`config.mk`:
```
export PLATFORM = sky130hd
export DESIGN_NAME = uart_rx
export DESIGN_NICKNAME = d
export VERILOG_FILES = /design/src/uart_pkg.sv /design/src/uart_rx.sv
export SDC_FILE = /design/constraint.sdc
export NUM_CORES = 1
export LEC_CHECK = 0
export ABC_AREA = 1
export BUFFER_PORTS_ARGS = -buffer_cell sky130_fd_sc_hd__buf_2
export CAP_MARGIN = 20
export CORE_MARGIN = 10
export CORE_UTILIZATION = 30
export CTS_BUF_LIST = sky130_fd_sc_hd__clkbuf_4 sky130_fd_sc_hd__clkbuf_8
export DETAILED_ROUTE_END_ITERATION = 10
export MAX_ROUTING_LAYER = met4
export SYNTH_ARGS = -nofsm -noshare
export SYNTH_HDL_FRONTEND = slang
export SYNTH_SLANG_ARGS = --single-unit
```
`constraint.sdc`:
```
create_clock -name clk -period 3.1 [get_ports clk]
set_input_delay 0 -clock clk [delete_from_list [all_inputs] [get_ports clk]]
set_output_delay 0 -clock clk [all_outputs]
set_load 0.01 [all_outputs]
```
`src/uart_pkg.sv`:
```
`default_nettype none

package uart_pkg;

    // ##################################################
    // serial line format is 8N1 with a fixed oversampling rate
    // ##################################################

    localparam int clks_per_bit = 16;                     // clock cycles per serial bit
    localparam int half_bit     = clks_per_bit / 2;       // start bit is confirmed here
    localparam int data_bits    = 8;

    localparam int tick_bits    = $clog2(clks_per_bit);   // width of the bit-period counter
    localparam int bit_idx_bits = $clog2(data_bits);      // width of the data bit index

    // ##################################################
    // payload
    // ##################################################

    typedef logic [data_bits-1:0] uart_byte_t;            // one received data byte

endpackage

`default_nettype wire
```
`src/uart_rx.sv`:
```
`timescale 1ns/1ps
`default_nettype none

module uart_rx
    import uart_pkg::*;
(
    input  wire        clk,
    input  wire        rst_n,
    input  wire        uart_rx_line,
    output uart_byte_t rx_byte,
    output logic       rx_valid
);

    typedef enum logic [1:0] {
        R_IDLE,
        R_START,
        R_DATA,
        R_STOP
    } rx_state_t;

    rx_state_t               state;
    logic                    rx_meta;
    logic                    rx_sync;
    logic [tick_bits-1:0]    tick;
    logic [bit_idx_bits-1:0] bit_idx;
    uart_byte_t              shift;
    logic                    tick_end;

    // ##################################################
    // line synchronizer
    // ##################################################

    always_ff @(posedge clk) begin
        if (!rst_n) begin
            rx_meta <= 1'b1;                              // line idles high
            rx_sync <= 1'b1;
        end else begin
            rx_meta <= uart_rx_line;
            rx_sync <= rx_meta;
        end
    end

    assign tick_end = (tick == tick_bits'(clks_per_bit - 1));

    // ##################################################
    // frame receiver
    // ##################################################

    always_ff @(posedge clk) begin
        if (!rst_n) begin
            state    <= R_IDLE;
            tick     <= '0;
            bit_idx  <= '0;
            rx_valid <= 1'b0;
        end else begin
            rx_valid <= 1'b0;
            case (state)
                R_IDLE: begin
                    tick <= '0;
                    if (!rx_sync) begin
                        state <= R_START;
                    end
                end
                R_START: begin
                    if (tick == tick_bits'(half_bit - 1)) begin
                        tick    <= '0;
                        bit_idx <= '0;
                        state   <= rx_sync ? R_IDLE : R_DATA;   // a short glitch is no start bit
                    end else begin
                        tick <= tick + 1'b1;
                    end
                end
                R_DATA: begin
                    if (tick_end) begin
                        tick    <= '0;
                        bit_idx <= bit_idx + 1'b1;
                        if (bit_idx == bit_idx_bits'(data_bits - 1)) begin
                            state <= R_STOP;
                        end
                    end else begin
                        tick <= tick + 1'b1;
                    end
                end
                default: begin
                    if (tick_end) begin
                        rx_valid <= rx_sync;                   // low stop bit drops the frame
                        state    <= R_IDLE;
                    end else begin
                        tick <= tick + 1'b1;
                    end
                end
            endcase
        end
    end

    // data arrives lsb first, each bit sampled at its middle
    always_ff @(posedge clk) begin
        if (state == R_DATA && tick_end) begin
            shift <= {rx_sync, shift[data_bits-1:1]};
        end
        if (state == R_STOP && tick_end) begin
            rx_byte <= shift;
        end
    end

endmodule

`default_nettype wire

```
**Word level (Yosys, flattened, before mapping)**

Cells that the tools add are included.
Widths: inputs -> output; s select.

- Bits in writable memories: 0
- Flip-flop bits (word level): 28
- Input bits: 3
- Latch bits: 0
- Memories: 0
- Memory bits (read-only): 0

- Shift operators: 0
- Bitwise logic cells: 2
- $mul: 0
- Add/subtract/negate cells: 2
- Eq/ne operators: 11
- Muxes and demuxes: 14
- Reduce and logical (&&, ||, !) cells: 8
- Order comparisons: 0
- Divide/modulo/power cells: 0

Operator list:

| kind | number |
|---|---|
| $mux 2 | 6 |
| $mux 4 | 3 |
| $pmux 4 s3 | 1 |
| $ne 2x2->1 const B | 4 |
| $mux 3 | 2 |
| $pmux 2 s3 | 1 |
| $pmux 3 s2 | 1 |
| $reduce_and 5->1 | 1 |
| $reduce_or 5->1 | 1 |
| $add 4x1->4 const B | 1 |
| $eq 2x2->1 const B | 2 |
| $eq 4x3->1 const B | 1 |
| $eq 4x4->1 const B | 1 |
| $ne 4x1->1 const B | 1 |
| $add 3x1->3 const B | 1 |
| $eq 3x3->1 const B | 1 |
| $reduce_and 3->1 | 1 |
| $reduce_bool 3->1 | 1 |
| $eq 2x1->1 const B | 1 |
| $logic_and 1x1->1 | 2 |
| $logic_not 2->1 | 1 |
| $not 1->1 | 2 |
| $reduce_bool 2->1 | 1 |

**Logic depth before layout (Yosys ltp)**

- Depth in word-level cells: 4
- Gate-level depth with buffers: 10
- Mapped depth without buffers: 10

**Worst setup path after synthesis**

OpenSTA, ideal clock, no wires.

- Path type: reg2reg
- Start: reg state[0]
- End: reg shift[0], enable pin
- Path buffers: 0
- Setup slack: 1.520 ns
- Data required time: 2.730 ns
- Period minus slack after synthesis: 1.580 ns
- Cell stages (with the launch flop): 5
- Arrival: 1.210 ns
- Cells stage by stage: dfxtp_1 > inv_1 > ha_1 > inv_1 > nor2_1

- Longest elaborated chain between the ends: 2

Ends and longest elaborated chain:

| item | RTL line | source |
|---|---|---|
| from (decl) | uart_rx.sv:21 | `rx_state_t state;` |
| from (signal assigned) | uart_rx.sv:68 | `state <= rx_sync ? R_IDLE : R_DATA;` |
| $eq 2x2->1 | uart_rx.sv:98 | `if (state == R_DATA && tick_end) begin` |
| $logic_and 1x1->1 | uart_rx.sv:98 |  |
| to (signal assigned) | uart_rx.sv:99 | `shift <= {rx_sync, shift[data_bits-1:1]};` |
| to (decl) | uart_rx.sv:26 | `uart_byte_t shift;` |

No other way between the ends.
A chain may end at the register's enable or synchronous reset.

**Worst setup path in the final report**

Ends and elaborated chain as after synthesis.

==> qor.yml <==
worst_setup_path:
  crit_path_end_kind: "register"
  cp_cell_sequence: "inv_1 -> ha_1 -> inv_1 -> nor2_1"
  crit_required_ns: 3.01
  critical_path_buf_inv_count: 2
  slowest_stage: "nor2_1"
  cp_top_family: "simple AND/OR/NAND/NOR gates"
  crit_top_cell: "inv_1"
  crit_type: "reg2reg"
  crit_path_start_kind: "register"
  path_max_fanout: 8
  max_stage_delay_ns: 0.53
  worstPathArrival_ns: 1.76
timing:
  fmax_mhz: 541.2
  hold_viol_final: 0
  min_period_ns: 1.848
  slew_headroom: 0.5738
  rsz0062_at_grt: "false"
  setup_viol: 0
  tightest_slew_ns: 0.6369
  final.setup.tns_ns: 0
  slew_violations: 0
  period_share: 0.5961
  finClkSkew_ns: 0.004075
clock_network:
  cts_setup_buffers: 0
  htreeDepth: 1
  cts_made_buffers: 3
  cts_root_buf: "clkbuf_8"
  cts_resized: 0
  clk_latency_ns: 0.27
  clkTransAtPathRegs_ns: 0.09
  cts_tree: "yes"
  cts_sinks: 28
  cts.path.max_buffers: 2
pwr:
  power_mw: 0.7992
  p_switching_mw: 0.1915
  seqPwrFrac: 0.512
  swShare: 0.2397
  power.density_nw_per_um2: 579.6
  ir_drop_uv: 414.7
  p_comb_frac: 0.136
  intPower_mw: 0.6077
  p_clk_frac: 0.352
  leakagePower_nw: 0.5217
logic_synthesis:
  ys_seq_area_frac: 0.6147
  synth_area_um2: 1172
  ys_seq_elements: 28
  synthCells: 103
  yosysWarnings: 0
  syn-num-nets: 114
  avgSynthCellArea_um2: 11.38
  synth_cell_type_count: 23
floorplan:
  start_util: 0.3155
  die-area_um2: 6809
  rows: 22
  fp.dieH_um: 82.52
  die_x_um: 82.52
  core_um2: 3716
  io_pins: 12
final_layout:
  drive_gt1_frac: 0.2250
  final_nets: 132
  area_growth_pct: 17.61
  diodes: 0
routing:
  final_antenna_net_count: 0
  drc: 0
  viasPerCell: 4.423
  post_drt_wl_per_cell_um: 11.66
  routed_wl_um: 1959
  drt-initial-drc-count: 61
  firstDrtPassIters: 4
  vias: 743
global_routing:
  first_global_vias: 758
  grt_pass1_wl_um: 3312
  grtUsageMet3: 0.02808
  grt_overflow: 0
  track_usage: 0.06531
  met2_usage: 0.1058
  grt_antenna_before_repair: 0
  grt_max_degree: 17
  top_usage_layer: "met2"
  use_met1: 0.06883
job:
  drv_cap: 0
status:
  status: "finished, final reports clean"
place:
  place_congestion: 0.7555
  dp_hpwl_um: 1532
  portBuffers: 11
worst_hold_path:
  min_path_type: "reg2reg"
-- routing by layer --
metal / part of all wire / vias up / wire length [um]
li1: - / 379 / -
met2: 0.46 / 17 / 910
met1: 0.44 / 343 / 856
met3: 0.084 / 4 / 164
met5: 0 / - / 0
met4: 0.014 / 0 / 27
-- power by group through the flow --
stage	sequential (mW)	combinational, mW	clock (mW)
6_report	0.409	0.109	0.281
3_3_place_gp	0.416	0.100	0
2_1_floorplan	0.415	0.0844	0
4_1_cts	0.409	0.108	0.288
5_1_grt	0.411	0.124	0.308
3_5_place_dp	0.417	0.105	0
-- layout make-up --
type | count | area [um2]
tap | 48 | 60.06
fill | 371 | 2337
multi-input combinational | 63 | 406.6
timing repair buffer | 13 | 75.07
clock inverter | 1 | 30.03
sequential | 28 | 720.7
clock buffer | 3 | 41.29
inverter | 12 | 45.04
-- worst reg2reg max path, cell delays in order (launching register included) --
cell and delay, ns:
dfxtp_1 0.37, inv_1 0.13, ha_1 0.29, inv_1 0.17, nor2_1 0.53
-- layout by cell type (no fill, tap or decap), types with 3 or more instances in the layout --
cell,netlist,final
a21oi_1,7,7
buf_2,0,11
clkbuf_8,0,3
dfxtp_1,12,12
edfxtp_1,16,16
ha_1,8,8
inv_1,10,10
nand2_1,14,14
nand3_1,7,7
nor2_1,7,7
o21ai_0,4,4
-- cells by family after synthesis --
logic type | count (synthesis) | share of synthesized area
DFF | 28 | 0.6147
adders and majority gates | 8 | 0.08538
xor gates and xnor gates | 2 | 0.01494
AOI/OAI and AO/OA | 12 | 0.05443
and+or+nand+nor | 41 | 0.1921
buffers and inverters | 12 | 0.03842
-- repair_timing --
action	CTS	global route
hold buffers	2	0
endpoints found under the setup margin	0	0
hold endpoints to repair	3	0
-- cell usage after synthesis --
cell type | n | area share
nand2_2 | 2 | 0.011
or2_2 | 2 | 0.011
nand3b_1 | 1 | 0.0064
inv_1 | 10 | 0.032
edfxtp_1 | 16 | 0.41
nor2_1 | 7 | 0.022
a21oi_2 | 1 | 0.0075
clkinv_1 | 1 | 0.0032
nor3_1 | 1 | 0.0043
dfxtp_1 | 12 | 0.20
xor2_1 | 2 | 0.015
a21oi_1 | 7 | 0.030
nand3_2 | 1 | 0.0085
inv_2 | 1 | 0.0032
nand3_4 | 1 | 0.015
nand4_1 | 1 | 0.0053
o21ai_0 | 4 | 0.017
nand2_4 | 2 | 0.019
nor2_4 | 1 | 0.0096
nand2_1 | 14 | 0.045
nand3_1 | 7 | 0.030
nor2_2 | 1 | 0.0053
ha_1 | 8 | 0.085
-- flip-flops by register name, summed over array words and instances, names as in the netlist --
register	count
tick	4
rx_valid	1
state	2
rx_byte	8
rx_sync	1
rx_meta	1
bit_idx	3
shift	8
-- path summary, 6_finish.rpt --
check	slack, ns	cells after the start	endpoint	startpoint
setup / recovery	1.25	4	shift[0]	state[0]
hold reg to reg	0.43	1	rx_sync	rx_meta
setup reg to reg	1.25	4	shift[0]	state[0]
hold / removal	0.43	1	rx_sync	rx_meta
-- stage by stage --
| stage | util | hold slack (ns) | worst slack (ns) | std cells | cell area [um2] |
|---|---|---|---|---|---|
| floorplan | - | 0.1066 | 1.520 | 103 | 1172 |
| global placement | 0.3465 | 0.1890 | 1.410 | 162 | 1287 |
| detailed placement | 0.3465 | 0.2008 | 1.211 | 162 | 1287 |
| CTS | 0.3710 | 0.4346 | 1.224 | 168 | 1379 |
| global route | 0.3710 | 0.4413 | 1.101 | 168 | 1379 |
| finish | 0.3710 | 0.4344 | 1.252 | 168 | 1379 |
Power figures use the tool's default switching activity.
